File: config.mk
export PLATFORM = sky130hd
export DESIGN_NAME = gpr_cell
export DESIGN_NICKNAME = d
export VERILOG_FILES = /design/src/design/gpr_cell.sv
export VERILOG_INCLUDE_DIRS = /design/src /design/src/design
export SDC_FILE = /design/constraint.sdc
export NUM_CORES = 1
export LEC_CHECK = 0
export BUFFER_PORTS_ARGS = -buffer_cell sky130_fd_sc_hd__buf_2
export CORE_AREA = 2 2 99 101
export CTS_CLUSTER_DIAMETER = 100
export DETAILED_ROUTE_END_ITERATION = 8
export DIE_AREA = 0 0 101 103
export HOLD_SLACK_MARGIN = 0.05
export RECOVER_POWER = 25
export SYNTH_ARGS = -nofsm -noshare
export SYNTH_HDL_FRONTEND = slang
export SYNTH_SLANG_ARGS = --single-unit
File: constraint.sdc
create_clock -name clk -period 1.3 [get_ports clk]
set_clock_uncertainty 0.05 [all_clocks]
set_input_delay 0.26 -clock clk [delete_from_list [all_inputs] [get_ports clk]]
set_output_delay 0.26 -clock clk [all_outputs]
set_load 0.02 [all_outputs]
File: src/design/rv_decode_cfg.svh
`ifndef RV_DECODE_CFG_SVH
`define RV_DECODE_CFG_SVH

// register and operand width
`define XLEN 64

// general registers, x0 included
`define NR_REG 32

// index width for rd, rs1, rs2
`define REG_SEL 5

// first fetch address after reset
`define RESET_PC 64'h8000_0000

`endif

File: src/design/gpr_cell.sv
`include "rv_decode_cfg.svh"

module gpr_cell (
	input  logic             clk,
	input  logic             rst_n,
	input  logic             wen,
	input  logic [`XLEN-1:0] wdata,
	output logic [`XLEN-1:0] q
);

	always_ff @(posedge clk) begin
		if (!rst_n) begin
			q <= '0;
		end else if (wen) begin
			q <= wdata;
		end
	end

	// value only moves on its own strobe
	a_hold_without_wen: assert property (
		@(posedge clk) disable iff (!rst_n)
		!wen |=> $stable(q)
	) else $error("register changed without write strobe");

endmodule

Word-level counts from Yosys, hierarchy flattened
Cells that the tools add are included.

Register bits after elaboration: 64. Input port bits: 67.

Longest topological paths before layout
Depth in word-level cells: 0. Depth in mapped cells: 4.

Worst setup path before layout
Ideal clock, no wire load.

Path type: in2reg. From: in wen. To: reg q[10]. Arrival: 0.793 ns. Required time: 1.134 ns. Slack: 0.341 ns. Stages: 4. Cells stage by stage: buf_6 buf_8 mux2i_1 nor2b_1.

RTL lines: start: declaration (RTL line gpr_cell.sv:6) `input logic wen,`; end signal: assignment (RTL line gpr_cell.sv:15) `q <= wdata;`; end: declaration (RTL line gpr_cell.sv:8) `` output logic [`XLEN-1:0] q ``.

Worst setup path after layout
From: reg q[12]. To: out q[12].

No word-level cell between the ends.

==> impl_metrics.csv <==
group,metric,value,unit
clock_tree,cts_tree,"done",
finish,largest_register_ffs,64,
synthesis,synth_area,0.00245,mm^2
sta,maxSlewHeadroom,36.6,%
critical_path,cpMaxStageDelayCell,"dfxtp_1",
synthesis,syn_area_per_cell,11.9,um^2
power,p_int,3.22,mW
critical_path,cp_top_family,"flip-flops",
routing,post_drt_wl_per_cell,11.0,um
synthesis,synth_ff_type,"dfxtp_1",
critical_path,cp.required,0.99,ns
synthesis,synthArstFlopShare,0,%
synthesis,seq_area_frac_synth,52.3,%
critical_path,worst-path-buf-inv,1,
finish,post-route-cell-area,0.00335,mm^2
synthesis,ys_top_cells_by_area,"dfxtp_1, mux2i_1, nor2b_1",
place,dp_hpwl,3.46,mm
critical_path,crit_fanout,2,
clock_tree,cts_resized,0,
power,netSwitchingPower,1.12,mW
finish,final_cells,455,
critical_path,crit_arrival,0.84,ns
clock_tree,postCtsHoldBufs,0,
clock_tree,cts-root-buf,"clkbuf_8",
die,die_area,0.0104,mm^2
clock_tree,numCtsBuffers,9,
die,start_util,25.9,%
die,coreArea,0.00946,mm^2
synthesis,synth_seq_cells,64,
routing,drt_iter0_drc,48,
power,power.leakage,1.72,nW
sta,rsz0062_at_grt,"false",
synthesis,synthCells,206,
power,ir_drop,0.506,mV
routing,final_antenna_net_count,0,
synthesis,synth_area_leader_cell,"dfxtp_1",
global_route,first_global_vias,1656,
place,numPortBuffers,130,
clock_tree,clk_path_buf_depth,2,
run,drv_cap,0,
finish,fillers,982,
routing,drt_pass1_iterations,4,
synthesis,synth_enable_flop_cells,0,
power,p_clk_share,35.9,%
sta,setup-violations-final,0,
hold_path,hold_class,"primary input to flip-flop",
die,boundaryPins,131,
critical_path,crit_path_start_kind,"flip-flop",
power,p_seq_share,49.1,%
finish,drive_above_1_share,43.4,%
clock_tree,post-cts-setup-buffers,0,
clock_tree,cts_max_level,3,
synthesis,syn-num-nets,273,
die,fp-row-count,36,
sta,hold_viol_final,0,
routing,wl,4.98,mm
sta,slew_viol_final,0,
critical_path,crit_chain,"buf_2",
sta,holdWs,0.132,ns
global_route,grt_pass1_wl,7.38,mm
critical_path,slowest_delay,0.34,ns
place,postPlaceCellArea,0.00317,mm^2
sta,tightest_slew,0.951,ns
sta,fin_crit,1.15,ns
routing,drc,0,
finish,reg_top3,"q x64",
clock_tree,clock_latency,0.33,ns
status,status,"completed",
clock_tree,clkTransAtPathRegs,0.07,ns
synthesis,synth_top_area_share,52.3,%
die,fp.dieH,103,um
sta,timing.fmax,867,MHz
global_route,grtUsageTotal,9.24,%
synthesis,synthDistinctLibCells,7,
routing,via_count,1817,
power,power_density,1300,mW/mm^2
power,switching_share,25.8,%
finish,area_growth_syn_to_layout,36.7,%
critical_path,critPathKind,"flip-flop to output pin",
sta,fin_crit_sh,88.8,%
finish,nets,403,
critical_path,cp-end-kind,"output pin",
global_route,grt_remaining_overflow,0,
power,pwr-share-comb,15.0,%
finish,regMostFlops,"q",
finish,num_antenna_cells,0,
power,total_power,4.34,mW
global_route,grt_max_degree,65,
clock_tree,cts_sinks,64,
routing,vias_per_cell,3.99,
die,die_w,101,um
synthesis,yosys_warnings,0,
place,dp.cells,439,
synthesis,synth_common_cells,"dfxtp_1, mux2i_1, nor2b_1",
finish,post-route-util,35.4,%
place,gp_congestion,0.686,
global_route,antenna_found_initial,0,
-- kinds of logic after synthesis --
kind of cell	after synthesis	share of synthesized area (%)
buffers and inverters	14	5.26
muxes	64	26.1
and+or+nand+nor	64	16.3
DFF	64	52.3
-- worst min-delay path, cell delays in order --
cell and delay, ns:
buf_2 0.08, mux2i_1 0.06, nor2b_1 0.09
-- cell usage in the layout, fill, tap and decap left out, drive strengths merged --
master  instances
clkbuf         14
nor2b          64
buf           132
mux2i          64
dfxtp          64
clkinv          3
-- routing by layer --
metal	wire length [um]	global-route usage [%]
met2	2060	13.6
met3	470	3.80
met5	0	0
met4	119	6.55
met1	2340	10.9
-- per-stage QoR --
stage / TNS [ns] / setup slack, ns
floorplan: 0 / 0.341
global placement: -0.00742 / -0.00466
detailed placement: -0.477 / -0.0198
CTS: 0 / 0.110
global route: 0 / 0.0814
finish: 0 / 0.146
-- path summary, 6_finish.rpt --
| check | to | depth (start not counted) | slack (ns) | startpoint |
|---|---|---|---|---|
| worst max-delay path | q[12] | 1 | 0.15 | q[12]$_SDFFE_PN0P_ |
| worst min-delay path | q[19]$_SDFFE_PN0P_ | 3 | 0.13 | wdata[19] |
| worst max register to register | q[53]$_SDFFE_PN0P_ | 2 | 0.63 | q[53]$_SDFFE_PN0P_ |
| worst min register to register | q[38]$_SDFFE_PN0P_ | 2 | 0.46 | q[38]$_SDFFE_PN0P_ |
-- power by group through the flow --
stage | Sequential, mW | Combinational (mW) | Clock [mW]
5_1_grt | 2.15 | 0.710 | 1.74
4_1_cts | 2.13 | 0.661 | 1.66
2_1_floorplan | 2.32 | 0.281 | 0
6_report | 2.13 | 0.651 | 1.56
3_5_place_dp | 2.18 | 0.663 | 0
3_3_place_gp | 2.18 | 0.657 | 0
-- final cells by class --
type                            instances  area [um^2]  share of cell area, %
Multi-Input combinational cell        128         1040                   31.1
Clock buffer                           13          169                   5.04
Timing Repair Buffer                  133          701                   20.9
Tap cell                              114          143                   4.26
Clock inverter                          3         15.0                  0.448
Sequential cell                        64         1280                   38.3
Power figures use the tool's default switching activity.
