===== src/design/rv_decode_cfg.svh =====
`ifndef RV_DECODE_CFG_SVH
`define RV_DECODE_CFG_SVH

// register and operand width
`define XLEN 64

// general registers, x0 included
`define NR_REG 32

// index width for rd, rs1, rs2
`define REG_SEL 5

// first fetch address after reset
`define RESET_PC 64'h8000_0000

`endif


===== src/design/rv_decode_pkg.sv =====
`include "rv_decode_cfg.svh"

package rv_decode_pkg;

	// I layout, also used for jalr and ebreak
	typedef struct packed {
		logic [11:0]         imm12;
		logic [`REG_SEL-1:0] rs1;
		logic [2:0]          funct3;
		logic [`REG_SEL-1:0] rd;
		logic [6:0]          opcode;
	} i_fmt_t;

	// store layout, immediate split around rs2/rs1
	typedef struct packed {
		logic [6:0]          imm_hi;
		logic [`REG_SEL-1:0] rs2;
		logic [`REG_SEL-1:0] rs1;
		logic [2:0]          funct3;
		logic [4:0]          imm_lo;
		logic [6:0]          opcode;
	} s_fmt_t;

	typedef struct packed {
		logic [19:0]         imm20; // upper 20 bits of the value
		logic [`REG_SEL-1:0] rd;
		logic [6:0]          opcode;
	} u_fmt_t;

	// jump offset bits as they sit in the word
	typedef struct packed {
		logic                imm_20;
		logic [9:0]          imm_10_1;
		logic                imm_11;
		logic [7:0]          imm_19_12;
		logic [`REG_SEL-1:0] rd;
		logic [6:0]          opcode;
	} j_fmt_t;

	// one instruction word, four readings
	typedef union packed {
		i_fmt_t i_fmt;
		s_fmt_t s_fmt;
		u_fmt_t u_fmt;
		j_fmt_t j_fmt;
	} inst_u;

	typedef enum logic [2:0] {
		op_addi   = 3'd0,
		op_jalr   = 3'd1,
		op_auipc  = 3'd2,
		op_lui    = 3'd3,
		op_sd     = 3'd4,
		op_jal    = 3'd5,
		op_ebreak = 3'd6,
		op_none   = 3'd7
	} op_e;

	typedef enum logic [2:0] {
		fmt_i,
		fmt_s,
		fmt_u,
		fmt_j,
		fmt_none
	} fmt_e;

	typedef struct packed {
		op_e                 op;
		fmt_e                fmt;
		logic [`REG_SEL-1:0] rd;
		logic [`REG_SEL-1:0] rs1;
		logic [`REG_SEL-1:0] rs2;
		logic [`XLEN-1:0]    imm;    // already sign-extended and shifted
		logic                rd_wen;
		logic                illegal;
	} dec_t;

	// write-back request toward the register array
	typedef struct packed {
		logic                en;
		logic [`REG_SEL-1:0] rd;
		logic [`XLEN-1:0]    data;
	} wb_t;

endpackage


===== src/design/inst_decoder.sv =====
`include "rv_decode_cfg.svh"

module inst_decoder (
	input  rv_decode_pkg::inst_u inst,
	output rv_decode_pkg::dec_t  dec
);
	import rv_decode_pkg::*;

	localparam logic [6:0] OPC_OP_IMM = 7'b0010011;
	localparam logic [6:0] OPC_JALR   = 7'b1100111;
	localparam logic [6:0] OPC_AUIPC  = 7'b0010111;
	localparam logic [6:0] OPC_LUI    = 7'b0110111;
	localparam logic [6:0] OPC_STORE  = 7'b0100011;
	localparam logic [6:0] OPC_JAL    = 7'b1101111;
	localparam logic [31:0] EBREAK_WORD = 32'h0010_0073;

	logic [`XLEN-1:0] imm_i;
	logic [`XLEN-1:0] imm_s;
	logic [`XLEN-1:0] imm_u;
	logic [`XLEN-1:0] imm_j;

	assign imm_i = {{(`XLEN-12){inst.i_fmt.imm12[11]}}, inst.i_fmt.imm12};
	assign imm_s = {{(`XLEN-12){inst.s_fmt.imm_hi[6]}}, inst.s_fmt.imm_hi, inst.s_fmt.imm_lo};
	assign imm_u = {{(`XLEN-32){inst.u_fmt.imm20[19]}}, inst.u_fmt.imm20, 12'b0};

	// unscramble the jump offset, bit 0 is implied zero
	assign imm_j = {{(`XLEN-21){inst.j_fmt.imm_20}}, inst.j_fmt.imm_20,
		inst.j_fmt.imm_19_12, inst.j_fmt.imm_11, inst.j_fmt.imm_10_1, 1'b0};

	always_comb begin
		dec.op      = op_none;
		dec.fmt     = fmt_none;
		dec.rd      = inst.i_fmt.rd;
		dec.rs1     = inst.i_fmt.rs1;
		dec.rs2     = inst.s_fmt.rs2;
		dec.imm     = '0;
		dec.rd_wen  = 1'b0;
		dec.illegal = 1'b1; // cleared on any match below

		case (inst.i_fmt.opcode)
			OPC_OP_IMM: if (inst.i_fmt.funct3 == 3'b000) begin
				dec.op      = op_addi;
				dec.fmt     = fmt_i;
				dec.imm     = imm_i;
				dec.illegal = 1'b0;
			end
			OPC_JALR: if (inst.i_fmt.funct3 == 3'b000) begin
				dec.op      = op_jalr;
				dec.fmt     = fmt_i;
				dec.imm     = imm_i;
				dec.illegal = 1'b0;
			end
			OPC_AUIPC: begin
				dec.op      = op_auipc;
				dec.fmt     = fmt_u;
				dec.imm     = imm_u;
				dec.illegal = 1'b0;
			end
			OPC_LUI: begin
				dec.op      = op_lui;
				dec.fmt     = fmt_u;
				dec.imm     = imm_u;
				dec.illegal = 1'b0;
			end
			OPC_STORE: if (inst.s_fmt.funct3 == 3'b011) begin // doubleword only
				dec.op      = op_sd;
				dec.fmt     = fmt_s;
				dec.imm     = imm_s;
				dec.illegal = 1'b0;
			end
			OPC_JAL: begin
				dec.op      = op_jal;
				dec.fmt     = fmt_j;
				dec.imm     = imm_j;
				dec.illegal = 1'b0;
			end
			default: if (inst == EBREAK_WORD) begin
				dec.op      = op_ebreak;
				dec.illegal = 1'b0;
			end
		endcase

		// sd and ebreak leave the register file alone
		dec.rd_wen = (dec.op == op_addi) || (dec.op == op_jalr) || (dec.op == op_auipc) ||
			(dec.op == op_lui) || (dec.op == op_jal);
	end

	always_comb begin
		a_illegal_op: assert #0 (dec.illegal == (dec.op == op_none))
			else $error("illegal flag out of step with op %0d", dec.op);
	end

endmodule


===== config.mk =====
export PLATFORM = sky130hd
export DESIGN_NAME = inst_decoder
export DESIGN_NICKNAME = d
export VERILOG_FILES = /design/src/design/rv_decode_pkg.sv /design/src/design/inst_decoder.sv
export VERILOG_INCLUDE_DIRS = /design/src /design/src/design
export SDC_FILE = /design/constraint.sdc
export NUM_CORES = 1
export LEC_CHECK = 0
export ABC_AREA = 0
export BUFFER_PORTS_ARGS = -buffer_cell sky130_fd_sc_hd__buf_2
export CAP_MARGIN = 20
export CORE_MARGIN = 2
export CORE_UTILIZATION = 37
export DETAILED_ROUTE_END_ITERATION = 6
export GPL_TIMING_DRIVEN = 0
export PLACE_DENSITY = 0.91
export SLEW_MARGIN = 20
export SYNTH_ARGS = -nofsm -noshare
export SYNTH_HDL_FRONTEND = slang
export SYNTH_SLANG_ARGS = --single-unit

===== constraint.sdc =====
create_clock -name vclk -period 8.6
set_clock_uncertainty 0.2 [all_clocks]
set_input_delay 0.43 -clock vclk [all_inputs]
set_output_delay 0.43 -clock vclk [all_outputs]
set_load 0.01 [all_outputs]

After elaboration in Yosys (flattened, before gate mapping)
Index checks and enable logic that the tools add are counted.
{"block": "totals", "regBits": 0, "word_cells": 34, "input_bits": 32}
{"block": "classes", "muxes": 13, "n_eq_ne": 12, "reduce_logical": 9}
{"op": "case mux 64 bit (4 select lines)", "n": 1}
{"op": "2-to-1 mux 64 bit", "n": 2}
{"op": "equality test 32 x 21 -> 1 bit (second input constant)", "n": 1}
{"op": "case mux 3 bit (6 select lines)", "n": 1}
{"op": "case mux 3 bit (5 select lines)", "n": 1}
{"op": "equality test 7 x 5 -> 1 bit (second input constant)", "n": 2}
{"op": "equality test 7 x 6 -> 1 bit (second input constant)", "n": 2}
{"op": "equality test 7 bit (second input constant)", "n": 2}
{"op": "2-to-1 mux 6 bit", "n": 2}
{"op": "equality test 3 x 2 -> 1 bit (second input constant)", "n": 3}
{"op": "logical NOT 3 bit", "n": 2}
{"op": "2-to-1 mux 5 bit", "n": 1}
{"op": "logical OR 1 bit", "n": 4}
{"op": "2-to-1 mux 1 bit", "n": 4}
{"op": "OR reduction 2 bit", "n": 2}
{"op": "equality test 3 x 1 -> 1 bit (second input constant)", "n": 1}
{"op": "equality test 3 bit (second input constant)", "n": 1}
{"op": "case mux 1 bit (3 select lines)", "n": 1}
{"op": "OR reduction 3 bit", "n": 1}

Longest topological paths before layout
{"block": "logic_depth", "depth_word": 8, "depth_mapped": 7, "depth_no_buf": 4}

Worst setup path after synthesis
No wires, ideal clock.
{"block": "synth_timing", "kind": "input -> output", "startpoint": "input port inst[5] (netlist bit)", "endpoint": "output port dec[34] (netlist bit)", "path_stages": 5, "slack_ps": 4956, "required_ps": 7970, "arrival_ps": 3014, "path_buffers": 1, "cell_sequence": "or4b_4 > a2111oi_4 > a2111oi_2 > nor2_1 > buf_4"}
{"item": "from (decl)", "line": "inst_decoder.sv:4", "rtl": "input rv_decode_pkg::inst_u inst,"}
{"item": "to (decl)", "line": "inst_decoder.sv:5", "rtl": "output rv_decode_pkg::dec_t dec"}

==> flow_metrics.tcl <==
set metrics [dict create \
    cp_max_fo 18 \
    cellLeakagePower_uw 0.001075 \
    outcome "completed" \
    drive_gt1_share_pct 69.14 \
    hold_path_class "in -> out" \
    synth.distinct_cells 34 \
    antenna_found_initial 0 \
    cp_num_buf_inv 4 \
    max_stage_delay_ns 0.56 \
    clkbuf_count 0 \
    syn-cell-area_um2 945.9 \
    critPathArrivalTime_ns 2.78 \
    fmax_mhz 292.9 \
    io_buffers 118 \
    drtAntennaViolNets 0 \
    combPwrFrac_pct 100.0 \
    p_sw_share_pct 48.62 \
    syn_area_per_cell_um2 6.904 \
    area_growth_pct 67.86 \
    grt_pass1_wl_um 4754 \
    wl_per_cell_um 11.80 \
    finalSetupViolations 0 \
    post-dp-hpwl_um 2920 \
    first_global_vias 1075 \
    post_cts_buffers 0 \
    regArea_um2 0 \
    clock_power_share_pct 0 \
    grt.total_usage_pct 20.68 \
    die-area_um2 2977 \
    num_vias 1342 \
    ioPinCount 119 \
    fin_area_um2 1588 \
    avgViaCountPerCell 4.692 \
    finalHoldViolCount 0 \
    gr-total-overflow 0 \
    die_w_um 54.56 \
    endpoint_kind "output pin" \
    yosysWarnings 0 \
    setup_tns_ns 0 \
    diodes 0 \
    startpoint_type "primary input" \
    internal_power_uw 16.91 \
    yosysSeqAreaShare_pct 0 \
    total_power_uw 32.91 \
    vdd_drop_max_v 0.00001584 \
    seq_cells 0 \
    worst_pin_slew_ns 0.6044 \
    coreArea_um2 2455 \
    worstPathCellList "buf_2, or4b_4, a2111oi_4, a2111oi_2, nor2_2, buf_6, buf_4, buf_2" \
    fin_nets 290 \
    p_switching_uw 16.00 \
    grt_start_max_net_pins 19 \
    cts_resized 0 \
    finalWirelength_um 3375 \
    slew_violations 0 \
    drtIter0Drc 20 \
    crit_family "simple AND/OR/NAND/NOR gates" \
    relSlewSlack_pct 59.66 \
    finalCritPeriodShare_pct 39.70 \
    seqPwrFrac_pct 0 \
    cp_data_required_time_ns 7.97 \
    placed_area_um2 1588 \
    fillers 243 \
    drv_cap 0 \
    die_height_um 54.56 \
    firstDrtPassIters 4 \
    criticalPathCategory "in -> out" \
    min_period_ns 3.414 \
    place_congestion 0.8586 \
    p_per_area_nw_per_um2 20.73 \
    rsz0062_at_grt "no" \
    initial_core_util_pct 38.53 \
    crit_top_cell "buf_2" \
    syn_inst 137 \
    core.rowCount 18 \
    drc 0 \
    syn_nets 169 \
    cts_hold_buf 0 \
    cp_slowest_cell "or4b_4" \
]
[worst min-delay path, stage by stage]
cell    delay, ns
buf_2        0.09
a21o_1       0.09
buf_2        0.11
[cell usage after synthesis]
cell type | number | area (µm²)
a32o_1 | 1 | 10.01
and4bb_2 | 2 | 25.02
a22o_1 | 5 | 43.79
a2111oi_4 | 1 | 27.53
nor2b_1 | 8 | 50.05
clkbuf_1 | 4 | 15.01
nand4b_1 | 1 | 8.760
a21oi_2 | 1 | 8.760
o21a_1 | 1 | 7.510
nand4_1 | 2 | 12.51
a2bb2oi_1 | 1 | 8.760
xnor2_1 | 1 | 8.760
buf_6 | 1 | 11.26
a2111oi_2 | 1 | 15.01
nor2_1 | 4 | 15.01
a21o_1 | 10 | 75.07
a31o_1 | 1 | 8.760
o21ai_0 | 2 | 10.01
nor4b_1 | 1 | 8.760
nor4_1 | 4 | 25.02
and2_1 | 1 | 6.260
or4b_4 | 1 | 13.76
or4_1 | 1 | 7.510
inv_1 | 1 | 3.750
a21oi_1 | 2 | 10.01
and3_1 | 2 | 12.51
mux2i_1 | 1 | 10.01
o21ai_1 | 9 | 45.04
or3_1 | 2 | 12.51
buf_4 | 47 | 352.8
nand2_1 | 13 | 48.80
buf_2 | 3 | 15.01
nand2b_1 | 1 | 6.260
or2_1 | 1 | 6.260
[cells by family after synthesis]
logic type	synth area share, %
and+or+nand+nor	27.38
xor gates and xnor gates	0.9261
buffers and inverters	42.06
AOI/OAI and AO/OA	28.57
muxes	1.058
[cells in the final DEF (no fill, tap or decap), types with 3 or more instances in the layout]
| cell type | Yosys | routed |
|---|---|---|
| buf_2 | 3 | 121 |
| nand2_1 | 13 | 13 |
| nor4_1 | 4 | 4 |
| nor2_1 | 4 | 3 |
| buf_4 | 47 | 47 |
| clkbuf_1 | 4 | 4 |
| a22o_1 | 5 | 5 |
| o21ai_1 | 9 | 9 |
| a21o_1 | 10 | 10 |
| nor2b_1 | 8 | 8 |
[layer usage]
layer  part of all wire (%)  up-vias  track usage (%)
met3                    9.1        2            2.186
met5                      0        -                0
met1                     38      601            25.08
met4                   0.56        0            1.250
met2                     52       65            40.16
li1                       -      674                -
[area by class of cell]
cell class                      count  area [µm²]  share of cell area [%]
Buffer                             55       394.1                   24.82
Inverter                            1       3.754                  0.2364
Multi-Input combinational cell     81       550.5                   34.67
Tap cell                           30       37.54                   2.364
Timing Repair Buffer              119       601.8                   37.90
[power by group through the flow]
stage | Combinational (µW) | Sequential (µW) | Clock, µW
after detailed placement | 33.0 | 0 | 0
after floorplan | 15.7 | 0 | 0
final | 32.9 | 0 | 0
after CTS | 33.1 | 0 | 0
after global placement | 32.5 | 0 | 0
after global routing | 36.1 | 0 | 0
[through the flow]
step	hold slack, ns	setup WS (ns)	instances	util, %
2_1_floorplan	0.7518	4.956	137	-
3_3_place_gp	0.9594	4.493	285	64.12
3_5_place_dp	0.9610	5.193	286	64.68
4_1_cts	0.9638	5.181	286	64.68
5_1_grt	0.9817	5.029	286	64.68
6_report	0.9630	5.186	286	64.68
[path summary, 6_finish.rpt]
check                     from       to  slack, ns  cells past startpoint
worst max-delay path   inst[5]  dec[65]       5.19                      8
worst min-delay path  inst[14]  dec[16]       0.96                      3
Note: power is estimated with default switching activity, not from simulation.
