[config.mk]
export PLATFORM = sky130hd
export DESIGN_NAME = wb_steer
export DESIGN_NICKNAME = d
export VERILOG_FILES = /design/src/design/rv_decode_pkg.sv /design/src/design/wb_steer.sv
export VERILOG_INCLUDE_DIRS = /design/src /design/src/design
export SDC_FILE = /design/constraint.sdc
export NUM_CORES = 1
export LEC_CHECK = 0
export BUFFER_PORTS_ARGS = -buffer_cell sky130_fd_sc_hd__clkbuf_2
export CORE_AREA = 2 2 64 66
export DETAILED_ROUTE_END_ITERATION = 7
export DIE_AREA = 0 0 66 68
export PLACE_DENSITY = 0.81
export SKIP_LAST_GASP = 1
export SLEW_MARGIN = 5
export SYNTH_ARGS = -nofsm -noshare
export SYNTH_HDL_FRONTEND = slang
export SYNTH_SLANG_ARGS = --single-unit
[constraint.sdc]
create_clock -name vclk -period 0.9
set_clock_uncertainty 0.15 [all_clocks]
set_input_delay 0.09 -clock vclk [all_inputs]
set_output_delay 0.09 -clock vclk [all_outputs]
set_load 0.01 [all_outputs]
[src/design/rv_decode_cfg.svh]
`ifndef RV_DECODE_CFG_SVH
`define RV_DECODE_CFG_SVH

// register and operand width
`define XLEN 64

// general registers, x0 included
`define NR_REG 32

// index width for rd, rs1, rs2
`define REG_SEL 5

// first fetch address after reset
`define RESET_PC 64'h8000_0000

`endif

[src/design/rv_decode_pkg.sv]
`include "rv_decode_cfg.svh"

package rv_decode_pkg;

	// I layout, also used for jalr and ebreak
	typedef struct packed {
		logic [11:0]         imm12;
		logic [`REG_SEL-1:0] rs1;
		logic [2:0]          funct3;
		logic [`REG_SEL-1:0] rd;
		logic [6:0]          opcode;
	} i_fmt_t;

	// store layout, immediate split around rs2/rs1
	typedef struct packed {
		logic [6:0]          imm_hi;
		logic [`REG_SEL-1:0] rs2;
		logic [`REG_SEL-1:0] rs1;
		logic [2:0]          funct3;
		logic [4:0]          imm_lo;
		logic [6:0]          opcode;
	} s_fmt_t;

	typedef struct packed {
		logic [19:0]         imm20; // upper 20 bits of the value
		logic [`REG_SEL-1:0] rd;
		logic [6:0]          opcode;
	} u_fmt_t;

	// jump offset bits as they sit in the word
	typedef struct packed {
		logic                imm_20;
		logic [9:0]          imm_10_1;
		logic                imm_11;
		logic [7:0]          imm_19_12;
		logic [`REG_SEL-1:0] rd;
		logic [6:0]          opcode;
	} j_fmt_t;

	// one instruction word, four readings
	typedef union packed {
		i_fmt_t i_fmt;
		s_fmt_t s_fmt;
		u_fmt_t u_fmt;
		j_fmt_t j_fmt;
	} inst_u;

	typedef enum logic [2:0] {
		op_addi   = 3'd0,
		op_jalr   = 3'd1,
		op_auipc  = 3'd2,
		op_lui    = 3'd3,
		op_sd     = 3'd4,
		op_jal    = 3'd5,
		op_ebreak = 3'd6,
		op_none   = 3'd7
	} op_e;

	typedef enum logic [2:0] {
		fmt_i,
		fmt_s,
		fmt_u,
		fmt_j,
		fmt_none
	} fmt_e;

	typedef struct packed {
		op_e                 op;
		fmt_e                fmt;
		logic [`REG_SEL-1:0] rd;
		logic [`REG_SEL-1:0] rs1;
		logic [`REG_SEL-1:0] rs2;
		logic [`XLEN-1:0]    imm;    // already sign-extended and shifted
		logic                rd_wen;
		logic                illegal;
	} dec_t;

	// write-back request toward the register array
	typedef struct packed {
		logic                en;
		logic [`REG_SEL-1:0] rd;
		logic [`XLEN-1:0]    data;
	} wb_t;

endpackage

[src/design/wb_steer.sv]
`include "rv_decode_cfg.svh"

module wb_steer (
	input  logic                clk,
	input  logic                rst_n,
	input  rv_decode_pkg::wb_t  wb,
	output logic [`NR_REG-1:0]  wen,
	output logic [`XLEN-1:0]    wdata
);
	import rv_decode_pkg::*;

	// one comparator per register, x0 has none so it stays zero
	always_comb begin
		wen = '0;
		for (int i = 1; i < `NR_REG; i++) begin
			wen[i] = rst_n && wb.en && (wb.rd == `REG_SEL'(i));
		end
	end

	// every cell sees the same data word
	assign wdata = wb.data;

	a_strobe_onehot: assert property (
		@(posedge clk) disable iff (!rst_n)
		$onehot0(wen)
	) else $error("bad write strobe %h", wen);

endmodule

Word-level counts from Yosys, hierarchy flattened --
Index checks and enable logic that the tools add are counted.
Operators by class: equality and inequality tests 31, reductions and logical operators 32
Operators with widths (number):
- 5-bit equality test (second input constant) | 16
- 5-bit by 4-bit equality test with 1-bit output (second input constant) | 8
- 1-bit logical AND | 32
- 5-bit by 3-bit equality test with 1-bit output (second input constant) | 4
- 5-bit by 2-bit equality test with 1-bit output (second input constant) | 2
- 5-bit by 1-bit equality test with 1-bit output (second input constant) | 1
Word-level totals: flip-flop bits (word level) 0, input bits 72, output and inout port bits 96, word-level logic and storage cells 63

Logic depth before layout (Yosys ltp) --
Gate-level depths: netlist (run 1).
depth after elaboration 2, mapped depth 3, depth with buffers taken out 2

Least setup slack after synthesis (run 1) --
No wires, ideal clock.
path kind input-to-output, start input wb[67] in the netlist's numbering, end output wen[16], arrival 827 ps, required time 660 ps, path slack -167 ps, stages on the path 3, buffers on the path 1, cell sequence nand3b_1 -> buf_2 -> nor3_1
Between the ends: longest elaborated chain between the ends 2
RTL lines:
- start, declared | line wb_steer.sv:6 | input rv_decode_pkg::wb_t wb,
- 5-bit equality test | line wb_steer.sv:16 | wen[i] = rst_n && wb.en && (wb.rd == `REG_SEL'(i));
- 1-bit logical AND | line wb_steer.sv:16
- end, declared | line wb_steer.sv:7 | output logic [`NR_REG-1:0] wen,
No other way between the ends.

Worst setup path in the final report (run 1) --
start input wb[64] in the netlist's numbering, end output wen[12]
Between the ends: longest elaborated chain between the ends 2
RTL lines (line):
- 5-bit by 4-bit equality test with 1-bit output | wb_steer.sv:16
- 1-bit logical AND | wb_steer.sv:16
No other way between the ends.

==> results of run 1 <==
[report_power, final]
part	leakage [nW]	switching (mW)	internal, mW
Combinational	0.465	0.177	0.167
Clock	0	0	0
Sequential	0	0	0
[synthesized netlist by cell type]
master	n
buf_4	65
or2_0	1
nand2_1	2
nand2b_1	3
nor2_2	1
nand4b_1	1
buf_2	4
nor2_1	7
conb_1	1
nand4bb_1	2
clkbuf_1	1
nor3_1	16
nand3b_1	1
nor4_1	7
nand3_1	1
or4b_4	1
[layout make-up]
type,instances,share of cell area
timing repair buffer,61,0.473
tap,50,0.0569
multi-input combinational,44,0.470
[cell families (layout without fill, tap and decap cells)]
group | count (synthesis) | count (layout) | synth area share
buffers and inverters | 70 | 61 | 0.672
AND/OR/NAND/NOR | 43 | 43 | 0.323
other | 1 | 1 | 0.00492
[worst max-delay path, cell delays in order]
cell,delay (ns)
clkbuf_16,0.13
or4b_4,0.55
nor2_4,0.10
buf_6,0.10
[worst min-delay path by stage]
| stage | start | cells past startpoint | endpoint |
|---|---|---|---|
| 3_5_place_dp | wb[10] | 0 | wdata[10] |
| 2_1_floorplan | wb[0] | 1 | wdata[0] |
| 6_report | wb[11] | 0 | wdata[11] |
| 3_3_place_gp | wb[10] | 0 | wdata[10] |
| 5_1_grt | wb[28] | 0 | wdata[28] |
| 4_1_cts | wb[10] | 0 | wdata[10] |
[routing by layer]
metal  track usage  vias to the layer above  wire length [um]
li1              -                      296                 -
met1        0.0881                      305               827
met2         0.162                       41              1160
met3        0.0247                       34               254
met4        0.0944                        0               220
met5             0                        -                 0
[cell usage in the layout, fill, tap and decap left out, drive strengths merged]
cell      n
buf      51
nor2      8
nand4bb   2
nand2b    3
nor3     16
nand4b    1
or4b      1
nand3     1
conb      1
or2       1
nand3b    1
nand2     2
nor4      7
clkbuf   10
[per-stage QoR]
stage	total power [mW]	worst slack [ns]	hold slack [ns]	instance area, um^2	utilization
2_1_floorplan	0.397	-0.110	0.122	873	-
3_3_place_gp	0.197	-0.329	0.0301	738	0.191
3_5_place_dp	0.201	-0.351	0.0301	738	0.191
4_1_cts	0.294	-0.334	0.0301	953	0.247
5_1_grt	0.363	-0.338	0.0300	1100	0.285
6_report	0.344	-0.316	0.0300	1100	0.285
[what timing repair did]
| action | in CTS | in global routing |
|---|---|---|
| hold buffers | 0 | 0 |
| pin swaps | 18 | 12 |
| cloned | 2 | 0 |
| setup endpoints to repair | 31 | 31 |
| resized for setup | 31 | 51 |
| buffers inserted | 3 | 4 |
==> impl_metrics.env, run 1 <==
export IMPL_arrival_ns=0.98
export IMPL_diodes=0
export IMPL_synth_warnings=0
export IMPL_first_pass_iters=4
export IMPL_grt_overflow=0
export IMPL_status="finished with violations"
export IMPL_syn_nets=186
export IMPL_rsz0062_at_grt="true"
export IMPL_fin_cells=155
export IMPL_grt_usage=0.0933
export IMPL_remaining_drc_errors=0
export IMPL_core_um2=3860
export IMPL_rows=23
export IMPL_start_util=0.198
export IMPL_syn_area_um2=762
export IMPL_slew_violations=0
export IMPL_period_share=1.35
export IMPL_nFillCells=396
export IMPL_crit_path_max_fanout=6
export IMPL_crit_end="wen[12]"
export IMPL_vdd_ir_drop_max_uv=74.4
export IMPL_grt_antenna_before_repair=0
export IMPL_startpoint="wb[64]"
export IMPL_final_antenna_net_count=0
export IMPL_final_hold_viol_count=0
export IMPL_finalSetupViolCount=31
export IMPL_worst_slack_ns=-0.316
export IMPL_place_gp_congestion=0.653
export IMPL_multiInputGateArea_um2=517
export IMPL_wl_per_cell_um=15.9
export IMPL_drive_gt1_frac=0.924
export IMPL_via_count=676
export IMPL_place_inst=148
export IMPL_synthTopCellsByArea="buf_4 (64%), nor3_1 (11%), nor4_1 (5.7%)"
export IMPL_via_per_inst=4.36
export IMPL_fp_dieArea_um2=4490
export IMPL_yosys_area_top_type="buf_4"
export IMPL_ys_seq_area_frac=0
export IMPL_synth_area_per_cell_um2=6.68
export IMPL_failed_checks="negative setup slack"
export IMPL_seq_cells=0
export IMPL_clockBufferCount=0
export IMPL_fmax_mhz=823
export IMPL_yosysUniqueCellTypes=16
export IMPL_seqCellArea_um2=0
export IMPL_grt_pass1_vias=603
export IMPL_hp_class="in -> out"
export IMPL_dp_hpwl_um=1680
export IMPL_synthesis_instances=114
export IMPL_syn2layout_area_growth_pct=44.3
export IMPL_leakagePower_nw=0.465
export IMPL_nets=179
export IMPL_die_y_um=68
export IMPL_tns_ns=-6.29
export IMPL_io_buffers=38
export IMPL_num_io_pins=168
export IMPL_grt_max_degree=9
export IMPL_grt_pass1_wl_um=3260
export IMPL_routed_wl_um=2470
export IMPL_post_route_min_period_ns=1.22
export IMPL_synth_top_area_share=0.640
export IMPL_power_density_nw_per_um2=313
export IMPL_die_width_um=66
export IMPL_start_kind="input port"
export IMPL_drt_iter0_drc=11
export IMPL_required_ns=0.66
export IMPL_criticalPathCategory="in -> out"
export IMPL_cap_violations=0
export IMPL_end_kind="output port"
No activity file was read; power rests on OpenSTA's default activity.
==> run 2, diff against run 1 <==
- REMOVE_ABC_BUFFERS: unset -> 1
==> run 2 against run 1 <==
  * The flow still finishes with violations (negative setup slack)
  * Via count grew 8.1%
  * Non-clock buffer count down 11
  * Power shrank 23%
  * Final cell count shrank 7.1%
  * Sequential share of layout area did not move
  * Core utilization is 6.0 points lower
==> impl_metrics.env, run 2 (synthesis results as in run 1) <==
export IMPL_nFillCells=442
export IMPL_grt_use_met3=0.390
export IMPL_wl_per_cell_um=46.9
export IMPL_power_density_nw_per_um2=307
export IMPL_cap_violations=0
export IMPL_start_kind="input port"
export IMPL_path_cells="buf_6 > or4b_4 > nor2_2 > buf_2"
export IMPL_failed_checks="negative setup slack"
export IMPL_finalSetupViolCount=31
export IMPL_grt_overflow=0
export IMPL_mostFrequentLayoutCells="buf_2 (16), clkbuf_2 (16), nor3_1 (9), buf_6 (9), buf_4 (7)"
export IMPL_startpoint="wb[68]"
export IMPL_grt_max_degree=15
export IMPL_grt_antenna_before_repair=0
export IMPL_crit_path_max_fanout=2
export IMPL_worstHoldStart="wb[29]"
export IMPL_path_delay_family="simple AND/OR/NAND/NOR gates"
export IMPL_grt_pass1_vias=603
export IMPL_place_inst=140
export IMPL_fp_dieArea_um2=4490
export IMPL_crit_buf_inv=2
export IMPL_arrival_ns=1.00
export IMPL_routed_wl_um=6750
export IMPL_seq_cells=0
export IMPL_grt_util_met1=0.116
export IMPL_diodes=0
export IMPL_rows=23
export IMPL_via_count=731
export IMPL_dp_hpwl_um=5960
export IMPL_post_route_min_period_ns=1.24
export IMPL_nets=168
export IMPL_slew_violations=0
export IMPL_finalHoldWorstSlack_ns=0.0302
export IMPL_leakagePower_nw=0.358
export IMPL_criticalPathCategory="in -> out"
export IMPL_slowest_delay_ns=0.57
export IMPL_crit_slowest_cell="or4b_4"
export IMPL_use_met2=0.527
export IMPL_io_buffers=38
export IMPL_start_util=0.198
export IMPL_num_io_pins=168
export IMPL_final_hold_viol_count=0
export IMPL_grt_pass1_wl_um=7530
export IMPL_seqCellArea_um2=0
export IMPL_status="finished with violations"
export IMPL_grt_usage=0.272
export IMPL_worst_slack_ns=-0.344
export IMPL_core_um2=3860
export IMPL_fmax_mhz=804
export IMPL_period_share=1.38
export IMPL_tns_ns=-7.53
export IMPL_grt_busiest_layer="met2"
export IMPL_final_antenna_net_count=0
export IMPL_via_per_inst=5.08
export IMPL_die_width_um=66
export IMPL_first_pass_iters=3
export IMPL_die_y_um=68
export IMPL_vdd_ir_drop_max_uv=91.5
export IMPL_required_ns=0.66
export IMPL_syn2layout_area_growth_pct=14.0
export IMPL_end_kind="output port"
export IMPL_fin_cells=144
export IMPL_drive_gt1_frac=0.840
export IMPL_clockBufferCount=0
export IMPL_place_gp_congestion=1.01
export IMPL_rsz0062_at_grt="true"
export IMPL_remaining_drc_errors=0
export IMPL_drt_iter0_drc=22
export IMPL_cts_hold_buf=0
export IMPL_hp_class="in -> out"
run 2: power breakdown:
group          switching (mW)  total (mW)  leakage, nW  internal (mW)
Sequential                  0           0            0              0
Combinational           0.151       0.266        0.358          0.116
Clock                       0           0            0              0
run 2: layer usage:
metal / up-vias / wire length [um]
li1: 274 / -
met1: 322 / 1070
met2: 127 / 3590
met3: 8 / 2030
met4: 0 / 54
met5: - / 0
run 2: repair_timing:
item                       CTS  global route
gates resized for setup     20            53
setup buffers                0             2
setup endpoints to repair   31            31
cloned                       1             1
pin swaps                    6             7
run 2: cell type report:
type                       count  area (um^2)  area share
multi-input combinational     44          457       0.526
tap                           50         62.6      0.0720
timing repair buffer          50          349       0.402
run 2: final timing paths:
check,to,slack [ns],cells past startpoint
worst min-delay path,wdata[29],0.03,0
worst max-delay path,wen[4],-0.34,4
run 2: through the flow:
| stage | worst slack (ns) | power [mW] | util | instance area, um^2 |
|---|---|---|---|---|
| 2_1_floorplan | -0.304 | 0.0575 | - | 250 |
| 3_3_place_gp | -0.419 | 0.141 | 0.146 | 563 |
| 3_5_place_dp | -0.426 | 0.142 | 0.146 | 563 |
| 4_1_cts | -0.343 | 0.177 | 0.172 | 662 |
| 5_1_grt | -0.366 | 0.283 | 0.225 | 868 |
| 6_report | -0.344 | 0.266 | 0.225 | 868 |
