**src/design/rv_decode_cfg.svh**
```systemverilog
`ifndef RV_DECODE_CFG_SVH
`define RV_DECODE_CFG_SVH

// register and operand width
`define XLEN 64

// general registers, x0 included
`define NR_REG 32

// index width for rd, rs1, rs2
`define REG_SEL 5

// first fetch address after reset
`define RESET_PC 64'h8000_0000

`endif

```
**src/design/rv_decode_pkg.sv**
```systemverilog
`include "rv_decode_cfg.svh"

package rv_decode_pkg;

	// I layout, also used for jalr and ebreak
	typedef struct packed {
		logic [11:0]         imm12;
		logic [`REG_SEL-1:0] rs1;
		logic [2:0]          funct3;
		logic [`REG_SEL-1:0] rd;
		logic [6:0]          opcode;
	} i_fmt_t;

	// store layout, immediate split around rs2/rs1
	typedef struct packed {
		logic [6:0]          imm_hi;
		logic [`REG_SEL-1:0] rs2;
		logic [`REG_SEL-1:0] rs1;
		logic [2:0]          funct3;
		logic [4:0]          imm_lo;
		logic [6:0]          opcode;
	} s_fmt_t;

	typedef struct packed {
		logic [19:0]         imm20; // upper 20 bits of the value
		logic [`REG_SEL-1:0] rd;
		logic [6:0]          opcode;
	} u_fmt_t;

	// jump offset bits as they sit in the word
	typedef struct packed {
		logic                imm_20;
		logic [9:0]          imm_10_1;
		logic                imm_11;
		logic [7:0]          imm_19_12;
		logic [`REG_SEL-1:0] rd;
		logic [6:0]          opcode;
	} j_fmt_t;

	// one instruction word, four readings
	typedef union packed {
		i_fmt_t i_fmt;
		s_fmt_t s_fmt;
		u_fmt_t u_fmt;
		j_fmt_t j_fmt;
	} inst_u;

	typedef enum logic [2:0] {
		op_addi   = 3'd0,
		op_jalr   = 3'd1,
		op_auipc  = 3'd2,
		op_lui    = 3'd3,
		op_sd     = 3'd4,
		op_jal    = 3'd5,
		op_ebreak = 3'd6,
		op_none   = 3'd7
	} op_e;

	typedef enum logic [2:0] {
		fmt_i,
		fmt_s,
		fmt_u,
		fmt_j,
		fmt_none
	} fmt_e;

	typedef struct packed {
		op_e                 op;
		fmt_e                fmt;
		logic [`REG_SEL-1:0] rd;
		logic [`REG_SEL-1:0] rs1;
		logic [`REG_SEL-1:0] rs2;
		logic [`XLEN-1:0]    imm;    // already sign-extended and shifted
		logic                rd_wen;
		logic                illegal;
	} dec_t;

	// write-back request toward the register array
	typedef struct packed {
		logic                en;
		logic [`REG_SEL-1:0] rd;
		logic [`XLEN-1:0]    data;
	} wb_t;

endpackage

```
**src/design/exec_unit.sv**
```systemverilog
`include "rv_decode_cfg.svh"

module exec_unit (
	input  logic                clk,
	input  logic                rst_n,
	input  logic                inst_valid,
	input  rv_decode_pkg::dec_t dec,
	input  logic [`XLEN-1:0]    src1,
	input  logic [`XLEN-1:0]    src2,
	output rv_decode_pkg::wb_t  wb,
	output logic [`XLEN-1:0]    pc,
	output logic                halt
);
	import rv_decode_pkg::*;

	logic [`XLEN-1:0] pc_plus4;
	logic [`XLEN-1:0] pc_next;
	logic [`XLEN-1:0] wb_val;
	logic             run;

	assign pc_plus4 = pc + `XLEN'd4;
	assign run      = inst_valid && !halt;

	// write-back value by op
	always_comb begin
		case (dec.op)
			op_addi:         wb_val = src1 + src2;
			op_lui:          wb_val = src1;
			op_auipc:        wb_val = pc + src1;
			op_jal, op_jalr: wb_val = pc_plus4; // link address
			default:         wb_val = '0;
		endcase
	end

	always_comb begin
		case (dec.op)
			op_jal:    pc_next = pc + src1;
			op_jalr:   pc_next = (src1 + src2) & ~`XLEN'd1;
			op_ebreak: pc_next = pc;
			op_none:   pc_next = pc; // unknown word, nothing moves
			default:   pc_next = pc_plus4;
		endcase
	end

	assign wb.en   = dec.rd_wen && run;
	assign wb.rd   = dec.rd;
	assign wb.data = wb_val;

	always_ff @(posedge clk) begin
		if (!rst_n) begin
			pc   <= `RESET_PC;
			halt <= 1'b0;
		end else if (run) begin
			pc <= pc_next;
			if (dec.op == op_ebreak) begin
				halt <= 1'b1;
			end
		end
	end

	// once halted, only reset gets the core moving again
	a_halt_freezes: assert property (
		@(posedge clk) disable iff (!rst_n)
		halt |=> halt && $stable(pc)
	) else $error("pc moved after halt");

endmodule

```
**config.mk**
```make
export PLATFORM = sky130hd
export DESIGN_NAME = exec_unit
export DESIGN_NICKNAME = d
export VERILOG_FILES = /design/src/design/rv_decode_pkg.sv /design/src/design/exec_unit.sv
export VERILOG_INCLUDE_DIRS = /design/src /design/src/design
export SDC_FILE = /design/constraint.sdc
export NUM_CORES = 1
export LEC_CHECK = 0
export BUFFER_PORTS_ARGS = -buffer_cell sky130_fd_sc_hd__buf_2
export CELL_PAD_IN_SITES_DETAIL_PLACEMENT = 1
export CELL_PAD_IN_SITES_GLOBAL_PLACEMENT = 1
export CORE_MARGIN = 3
export CORE_UTILIZATION = 40
export CTS_CLUSTER_DIAMETER = 100
export CTS_CLUSTER_SIZE = 25
export DETAILED_ROUTE_END_ITERATION = 6
export PLACE_DENSITY = 0.86
export SLEW_MARGIN = 20
export SYNTH_ARGS = -nofsm -noshare
export SYNTH_HDL_FRONTEND = slang
export SYNTH_SLANG_ARGS = --single-unit
```
**constraint.sdc**
```tcl
create_clock -name clk -period 9.55 [get_ports clk]
set_clock_uncertainty 0.05 [all_clocks]
set_input_delay 1.91 -clock clk [delete_from_list [all_inputs] [get_ports clk]]
set_output_delay 1.91 -clock clk [all_outputs]
set_load 0.02 [all_outputs]
```
* Yosys cells after proc, flatten, opt, wreduce, memory -nomap -nowiden *
Cells that the tools add are included.

word-level totals
  bits of input ports = 218
  word-level logic and storage cells = 22
  register bits = 65

operators by class
  muxes and demuxes = 2
  reduce and logical (&&, ||, !) cells = 8
  equality and inequality tests = 6
  add/subtract/negate cells = 3
  bitwise gates (word level) = 1

operators with widths
  operator                                        number
  one-hot mux 64 bit (4 select lines)             1
  one-hot mux 64 bit (3 select lines)             1
  adder 64 bit                                    2
  adder 64 x 3 -> 64 bit (second input constant)  1
  == test 3 bit (second input constant)           3
  == test 3 x 2 -> 1 bit (second input constant)  2
  AND reduction 2 bit                             2
  OR reduction 2 bit                              2
  == test 3 x 1 -> 1 bit (second input constant)  1
  logical NOT 3 bit                               1
  logical AND 1 bit                               2
  logical NOT 1 bit                               1
  NOT 1 bit                                       1

* Depth between registers and ports, before layout *
Gate-level depths: netlist of run 1.

  depth after elaboration = 4
  gate-level depth with buffers = 13
  mapped depth without buffers = 13

* Least setup slack after synthesis of run 1 *
Ideal clock, no wire load.

  kind = in2out
  start = in src1[0]
  end = out wb[56] (netlist name)
  cell stages on the path = 13
  buffers on the path = 0
  slack = 2945 ps
  data arrival time = 4645 ps
  data required time = 7590 ps
  cells stage by stage = ha_1 -> inv_1 -> fa_1 -> nand2b_1 -> a21oi_2 -> o2111ai_2 -> a211oi_2 -> o21ai_2 -> or3_4 -> o21ai_1 -> a21oi_1 -> xor2_1 -> o221ai_1

RTL lines
  item                RTL line         text
  start: declaration  exec_unit.sv:8   input logic [`XLEN-1:0] src1,
  end: declaration    exec_unit.sv:10  output rv_decode_pkg::wb_t wb,

==> results of run 1 <==
-- cell type report --
class	count	area (µm²)	area share, %
well taps	455	569	3.57
clock inverters	4	27.5	0.173
clock buffers	12	256	1.61
repair buffers	285	1490	9.35
multi-input cells	1830	12200	76.3
inverters	36	135	0.848
flip-flops and latches	65	1300	8.16
-- cells in the final DEF (no fill, tap or decap), types with 8 or more instances in the layout --
cell type / synthesis / layout
xor2_1: 88 / 88
nor2_1: 152 / 147
o21ai_1: 15 / 15
and2_1: 16 / 16
nor2b_1: 22 / 22
buf_4: 6 / 20
mux2i_1: 42 / 42
nand4_1: 45 / 45
a21oi_1: 232 / 232
nand3_1: 60 / 60
inv_1: 36 / 35
o21ai_0: 149 / 149
buf_2: 23 / 264
dfxtp_1: 65 / 65
nand2_1: 238 / 237
o21a_1: 21 / 21
a222oi_1: 8 / 8
clkbuf_16: 0 / 9
o21bai_1: 24 / 24
a21o_1: 72 / 72
a221o_1: 8 / 8
or3_1: 10 / 10
a211oi_1: 23 / 23
nand2b_1: 10 / 10
nor3_1: 36 / 36
and4_1: 12 / 12
ha_1: 127 / 127
a21boi_0: 23 / 23
xnor2_1: 90 / 90
a22oi_1: 30 / 30
o211ai_1: 21 / 21
and3_1: 36 / 36
o221ai_1: 28 / 28
a31oi_1: 32 / 32
o31ai_1: 8 / 8
o22ai_1: 18 / 18
-- per-stage QoR --
| stage | hold WS [ns] | total power (µW) | cells | setup slack (ns) |
|---|---|---|---|---|
| 6_report | 0.469 | 1630 | 2687 | 1.31 |
| 5_1_grt | 0.527 | 1710 | 2687 | 1.23 |
| 4_1_cts | 0.478 | 1600 | 2687 | 1.50 |
| 3_5_place_dp | 0.470 | 1250 | 2671 | 1.53 |
| 3_3_place_gp | 0.437 | 1230 | 2671 | 1.61 |
| 2_1_floorplan | 0.515 | 941 | 2059 | 2.95 |
-- metal layers --
metal / up-vias / part of all wire, % / GRT usage [%]
met4: 0 / 4.1 / 14.8
met2: 1020 / 44 / 55.7
met3: 199 / 10 / 5.72
li1: 8034 / - / -
met5: - / 0 / 0
met1: 8767 / 42 / 47.4
-- cells by family (layout without fill, tap and decap cells) --
logic type	count (synthesis)	count (layout)
AO/OA/AOI/OAI	795	795
XOR/XNOR	178	178
AND/OR/NAND/NOR	681	681
flip-flops	65	65
buffers and inverters	164	337
adder cells (fa/ha/maj)	129	129
multiplexers	47	47
-- registers in the layout (all words and copies together), names as in the netlist --
register	flops
halt	1
pc	64
-- critical path, stage by stage --
cell and delay, ns:
buf_2 0.11, ha_1 0.20, inv_1 0.07, fa_1 0.39
nand2b_1 0.19, a21oi_2 0.28, nor2_1 0.19, o21ai_1 0.48
a31oi_1 0.37, o21ai_1 0.69, a21oi_1 0.33, o31ai_1 0.39
xor2_1 0.16, a211o_1 0.34, buf_2 0.17
-- worst paths after layout --
kind,endpoint,start,slack [ns],depth (start not counted)
setup reg to reg,pc[63],pc[4],5.74,11
hold / removal,pc[0],pc[0],0.47,2
setup / recovery,wb[62],src1[0],1.31,15
hold reg to reg,pc[0],pc[0],0.47,2
-- power groups by stage --
stage | registers [µW] | clock network [µW] | logic [µW]
3_3_place_gp | 321 | 0 | 906
4_1_cts | 317 | 347 | 936
3_5_place_dp | 323 | 0 | 929
5_1_grt | 321 | 359 | 1030
2_1_floorplan | 329 | 0 | 612
6_report | 319 | 348 | 962
-- synth_stat cells (23+ instances only) --
library cell	instances	share of area (%)
a211oi_1	23	1.2
a21boi_0	23	1.2
a21o_1	72	3.8
a21oi_1	232	8.2
a22oi_1	30	1.6
a31oi_1	32	1.4
and3_1	36	1.6
buf_2	23	0.82
clkbuf_1	87	2.3
dfxtp_1	65	9.2
ha_1	127	11
inv_1	36	0.96
mux2i_1	42	3.0
nand2_1	238	6.3
nand3_1	60	2.1
nand4_1	45	2.0
nor2_1	152	4.0
nor3_1	36	1.3
o21ai_0	149	5.3
o21bai_1	24	1.3
o221ai_1	28	1.7
xnor2_1	90	5.6
xor2_1	88	5.5
==> run_results.csv, run 1 <==
group,metric,value,unit
floorplan,num_rows,68,
logic_synthesis,synth_fp_nets,2406,
global_routing,grt_pass1_wl,106000,µm
floorplan,die_h,194,µm
layout,drive_gt1_share,16.4,%
layout,diodes,0,
logic_synthesis,async_flop_share,0,%
sta,fmax,121,MHz
clock_tree,cts_max_path_buffers,2,
logic_synthesis,synth.distinct_cells,99,
logic_synthesis,synth_top_family_by_area,"compound AO/OA/AOI/OAI gates",
clock_tree,worstSkewPairLatency,0.37,ns
logic_synthesis,ys_seq_area_share,9.22,%
logic_synthesis,synthAdderAreaFrac,11.5,%
logic_synthesis,yosys-mux-area-fraction,3.38,%
pwr,netSwitchingPower,824,µW
layout,fin_util,46.0,%
route,drc,0,
pwr,vdd_drop_max,0.0000844,V
placed_design,portBuffers,264,
clock_tree,cts_resized,0,
floorplan,core_area,34600,µm²
critical_path,required,7.59,ns
sta,tightest_slew,1.12,ns
status,status,"complete, no violations",
layout,areaGrowthSynthToFinish,13.0,%
clock_tree,cts_num_sinks,65,
sta,finalSetupTns,0,ns
route,dr.pass1.iters,5,
clock_tree,cts_tree,"built",
logic_synthesis,synth_xor_area_share,11.1,%
logic_synthesis,syn_avg_cell_area,6.85,µm²
critical_path,path_max_fanout,4,
sta,post-route-min-period,8.24,ns
placed_design,placed_area,15700,µm²
pwr,p_int,805,µW
clock_tree,ctsHoldBuffers,0,
sta,finalHoldViolCount,0,
pwr,p_sw_share,50.6,%
logic_synthesis,synth_area,14100,µm²
sta,slew_viol_final,0,
placed_design,hpwlAfterDp,53600,µm
pwr,seqPwrFrac,19.6,%
route,avgViaCountPerCell,6.71,
logic_synthesis,ys.flop_type,"dfxtp_1",
global_routing,grt_pass1_vias,18200,
critical_path,worstPathArrival,6.28,ns
critical_path,crit_path_start_kind,"input port",
worst_hold_path,hold_path.class,"reg2reg",
global_routing,grt.total_usage,35.2,%
route,first_iter_violations,1845,
floorplan,initial_core_util,40.7,%
logic_synthesis,synthSimpleGateAreaFrac,23.3,%
clock_tree,htree_levels,3,
sta,rsz0062_at_grt,"false",
pwr,leakage,0.00721,µW
critical_path,worstSetupPathType,"in2out",
job,drv_cap,0,
clock_tree,cts-root-buf,"clkbuf_16",
floorplan,pin_count,353,
sta,max_slew_margin,25.5,%
floorplan,dieArea,37600,µm²
pwr,power.density,102,nW/µm²
global_routing,antenna_found_initial,1,
floorplan,die_width,194,µm
logic_synthesis,ys_seq_elements,65,
critical_path,end_kind,"output port",
global_routing,grt-ovfl-total,0,
layout,fillCellCount,4604,
pwr,clkPwrFrac,21.4,%
layout,design_area,15900,µm²
sta,period_share,86.3,%
route,postRouteAntennaNets,0,
global_routing,grt_max_degree,52,
logic_synthesis,ys_warn_count,0,
clock_tree,cts_buffers,9,
clock_tree,postCtsSetupRepairBufs,0,
logic_synthesis,netlist_instances,2059,
clock_tree,cts.clk_slew.worst_paths,0.06,ns
logic_synthesis,synth-edff-count,0,
route,wl_per_cell,26.0,µm
pwr,power_frac_comb,59.1,%
placed_design,place_congestion,1.01,
sta,setup_viol,0,
route,wl,69900,µm
layout,nNetsFinal,2574,
logic_synthesis,synth_compound_area_share,36.8,%
route,num_vias,18000,
Note: power is estimated with default switching activity, not from simulation.
==> inputs of run 2 (changes only) <==
PLACE_DENSITY = unset   (was 0.86)
PLACE_DENSITY_LB_ADDON = 0.2   (was unset)
==> run_results.csv, run 2 (synthesis gave the netlist of run 1 again) <==
group,metric,value,unit
status,status,"complete, no violations",
sta,period_share,85.1,%
placed_design,portBuffers,264,
worst_hold_path,min-delay-start,"pc[0]",
floorplan,dieArea,37600,µm²
global_routing,met2_usage,55.3,%
placed_design,preCtsSetupSlack,1.62,ns
placed_design,place_congestion,0.958,
clock_tree,cts_buffers,9,
worst_hold_path,hold_path.class,"reg2reg",
global_routing,grt_pass1_wl,104000,µm
critical_path,worstSetupPathType,"in2out",
placed_design,dp_cells,2675,
clock_tree,cts_num_sinks,65,
floorplan,pin_count,353,
clock_tree,worstSkewPairLatency,0.36,ns
placed_design,hpwlAfterDp,53200,µm
sta,max_slew_margin,36.0,%
sta,hold_ws,0.470,ns
route,first_iter_violations,1636,
layout,final_cell_mix,"buf_2 (264), nand2_1 (237), a21oi_1 (232)",
sta,setup_viol,0,
global_routing,grt.total_usage,34.8,%
global_routing,grt.met3_usage,9.05,%
clock_tree,cts_max_path_buffers,2,
critical_path,required,7.59,ns
layout,largest_reg_flops,64,
global_routing,antenna_found_initial,1,
sta,rsz0062_at_grt,"false",
sta,slew_viol_final,0,
layout,drive_gt1_share,16.4,%
sta,finalSetupTns,0,ns
clock_tree,cts-root-buf,"clkbuf_16",
job,drv_cap,0,
critical_path,path_buf_inv,4,
pwr,power.density,101,nW/µm²
floorplan,die_width,194,µm
global_routing,grt-ovfl-total,0,
floorplan,initial_core_util,40.7,%
layout,diodes,0,
clock_tree,postCtsSetupRepairBufs,0,
critical_path,path_cells,"buf_2 > ha_1 > inv_1 > fa_1 > nand2b_1 > a21oi_2 > nor2_1 > o21ai_1 > a31oi_1 > buf_4 > o21ai_1 > a21oi_1 > o31ai_1 > xor2_1 > a211o_1 > buf_2",
sta,tightest_slew,0.957,ns
clock_tree,htree_levels,3,
floorplan,num_rows,68,
pwr,vdd_drop_max,0.0000703,V
layout,areaGrowthSynthToFinish,12.9,%
route,wl_per_cell,25.7,µm
critical_path,path_delay_family,"compound AO/OA/AOI/OAI gates",
layout,reg_top3,"pc (64), halt (1)",
critical_path,crit_start,"src1[0]",
clock_tree,cts.clk_slew.worst_paths,0.06,ns
critical_path,cp_slowest_cell,"o21ai_1",
layout,instances_no_fill,2691,
route,postRouteAntennaNets,0,
clock_tree,cts_tree,"built",
layout,fillCellCount,4601,
critical_path,worstPathArrival,6.16,ns
pwr,leakage,0.00723,µW
layout,largest-register,"pc",
global_routing,grt_max_degree,52,
route,dr.pass1.iters,7,
layout,final_common_cell,"buf_2",
critical_path,path_max_fanout,4,
global_routing,grt_pass1_vias,17600,
floorplan,die_h,194,µm
critical_path,crit_path_start_kind,"input port",
critical_path,max_stage_delay,0.57,ns
clock_tree,cts_resized,0,
clock_tree,ctsHoldBuffers,0,
route,avgViaCountPerCell,6.61,
critical_path,end_kind,"output port",
layout,fin_util,46.0,%
floorplan,core_area,34600,µm²
route,wl,69100,µm
sta,worst_slack,1.43,ns
route,num_vias,17800,
critical_path,reg2reg_from,"pc[0]",
global_routing,met1_usage,46.2,%
sta,fmax,123,MHz
sta,post-route-min-period,8.12,ns
sta,finalHoldViolCount,0,
route,drc,0,
layout,nNetsFinal,2578,
global_routing,grt.busiest_layer,"met2",
[run 2: cell type report]
cell class	count	area [µm²]	area share [%]
Timing Repair Buffer	289	1510	9.47
Clock buffer	12	236	1.48
Clock inverter	4	20.0	0.126
Sequential cell	65	1300	8.17
Multi-Input combinational cell	1830	12200	76.3
Tap cell	455	569	3.57
Inverter	36	135	0.848
[run 2: final timing paths]
kind	endpoint	slack (ns)	depth (start not counted)
max	wb[62]	1.43	16
min	pc[0]	0.47	2
max reg2reg	pc[56]	5.82	13
min reg2reg	pc[0]	0.47	2
[run 2: metal layers]
metal | wire length [µm] | vias to the layer above | part of all wire [%]
met5 | 13 | - | 0.019
met4 | 2100 | 2 | 3.0
met3 | 7360 | 136 | 11
met2 | 30400 | 912 | 44
met1 | 29200 | 8694 | 42
li1 | - | 8051 | -
[run 2: power by group]
group	switching [µW]	internal, µW
clock network	155	175
logic	631	330
registers	32.7	286
total	819	790
[run 2: worst register-to-register path, stage by stage, from the launching register on]
cell and delay [ns]:
dfxtp_1 0.39, ha_1 0.21, inv_1 0.06, fa_1 0.41, nor2b_1 0.18, o21bai_1 0.15, a21oi_1 0.48, a21oi_1 0.19
a211oi_1 0.42, a21o_1 0.27, or2_1 0.19, a41oi_1 0.17, xor2_1 0.20, a221oi_1 0.28
[run 2: per-stage QoR]
step	power [µW]	instance area (µm²)
floorplan	941	14100
global placement	1230	15700
detailed placement	1250	15700
CTS	1590	15900
global route	1690	15900
finish	1610	15900
==> inputs of run 3 (changes only) <==
CORE_ASPECT_RATIO = 1.75   (was unset)
HOLD_SLACK_MARGIN = 0.15   (was unset)
==> run_results.csv, run 3 (synthesis gave the netlist of run 1 again) <==
group,metric,value,unit
global_routing,antenna_found_initial,1,
layout,diodes,0,
layout,largest-register,"pc",
critical_path,worstSetupPathType,"in2out",
route,dr.pass1.iters,6,
global_routing,grt-ovfl-total,0,
placed_design,place_congestion,0.964,
sta,fmax,122,MHz
route,avgViaCountPerCell,6.62,
layout,drive_gt1_share,16.4,%
global_routing,grt.busiest_layer,"met2",
sta,finalSetupTns,0,ns
placed_design,hpwlAfterDp,60300,µm
route,postRouteAntennaNets,0,
global_routing,met2_usage,69.0,%
clock_tree,cts_num_sinks,65,
clock_tree,worstSkewPairLatency,0.39,ns
clock_tree,cts_buffers,9,
global_routing,met1_usage,38.5,%
global_routing,grt_pass1_vias,18400,
pwr,power.density,105,nW/µm²
layout,largest_reg_flops,64,
global_routing,grt_pass1_wl,112000,µm
critical_path,path_max_fanout,4,
route,first_iter_violations,1180,
global_routing,grt.total_usage,39.0,%
placed_design,portBuffers,264,
floorplan,die_h,254,µm
clock_tree,cts.clk_slew.worst_paths,0.06,ns
layout,reg_top3,"pc (64), halt (1)",
sta,post-route-min-period,8.18,ns
sta,setup_viol,0,
status,status,"complete, no violations",
route,num_vias,17800,
global_routing,grt.met3_usage,5.99,%
sta,tightest_slew,1.14,ns
placed_design,preCtsSetupSlack,1.53,ns
sta,period_share,85.6,%
global_routing,grt_max_degree,57,
clock_tree,cts_tree,"built",
layout,areaGrowthSynthToFinish,13.2,%
pwr,leakage,0.00723,µW
layout,fillCellCount,4655,
critical_path,required,7.59,ns
layout,nNetsFinal,2576,
layout,fin_util,46.1,%
critical_path,crit_path_start_kind,"input port",
clock_tree,cts-root-buf,"clkbuf_16",
route,wl_per_cell,28.3,µm
placed_design,dp_cells,2678,
critical_path,worstPathArrival,6.22,ns
clock_tree,cts_max_path_buffers,2,
sta,max_slew_margin,23.6,%
sta,finalHoldViolCount,0,
floorplan,pin_count,353,
floorplan,dieArea,37600,µm²
job,drv_cap,0,
clock_tree,ctsHoldBuffers,0,
pwr,vdd_drop_max,0.0000772,V
sta,slew_viol_final,0,
sta,rsz0062_at_grt,"false",
floorplan,num_rows,90,
floorplan,initial_core_util,40.7,%
clock_tree,htree_levels,3,
critical_path,end_kind,"output port",
sta,worst_slack,1.37,ns
worst_hold_path,hold_path.class,"reg2reg",
clock_tree,postCtsSetupRepairBufs,0,
route,drc,0,
layout,final_cell_mix,"buf_2 (264), nand2_1 (237), a21oi_1 (231)",
layout,final_common_cell,"buf_2",
clock_tree,cts_resized,0,
floorplan,core_area,34700,µm²
route,wl,76300,µm
layout,instances_no_fill,2694,
floorplan,die_width,148,µm
## run 3: final timing paths
check          start  cells after the start      to  slack [ns]
max reg2reg   pc[19]                     11  pc[40]        5.75
max          src1[0]                     15  wb[54]        1.37
min reg2reg    pc[0]                      2   pc[0]        0.49
min            pc[0]                      2   pc[0]        0.49
## run 3: cell type report
| cell class | instances | area (µm²) | share of cell area [%] |
|---|---|---|---|
| flip-flops and latches | 65 | 1300 | 8.15 |
| clock inverters | 3 | 40.0 | 0.251 |
| inverters | 36 | 135 | 0.846 |
| multi-input cells | 1830 | 12200 | 76.2 |
| repair buffers | 287 | 1510 | 9.43 |
| well taps | 460 | 576 | 3.60 |
| clock buffers | 13 | 250 | 1.57 |
## run 3: where the power goes
part / switching (µW) / internal [µW] / total (µW)
registers: 33.3 / 286 / 319
clock network: 162 / 209 / 371
logic: 654 / 330 / 984
total: 849 / 825 / 1670
## run 3: worst max-delay path: stages
cell      delay, ns
buf_2          0.12
ha_1           0.21
inv_1          0.07
fa_1           0.41
nand2b_1       0.20
a21oi_2        0.27
nor2_1         0.14
o21ai_1        0.50
a31oi_1        0.41
o21ai_1        0.44
a21boi_1       0.18
o21bai_1       0.76
mux2i_1        0.28
nand3_1        0.12
buf_2          0.18
## run 3: per-stage QoR
step | hold slack, ns | total power (µW) | instance area (µm²)
2_1_floorplan | 0.515 | 941 | 14100
3_3_place_gp | 0.463 | 1260 | 15700
3_5_place_dp | 0.486 | 1280 | 15700
4_1_cts | 0.496 | 1650 | 16000
5_1_grt | 0.536 | 1750 | 16000
6_report | 0.491 | 1670 | 16000
## run 3: per-layer routing
metal	vias to the layer above	part of all wire, %	wire length, µm
met4	2	11	8480
met3	350	5.6	4310
met5	-	0.017	13
met1	8622	35	26400
li1	8040	-	-
met2	811	49	37200
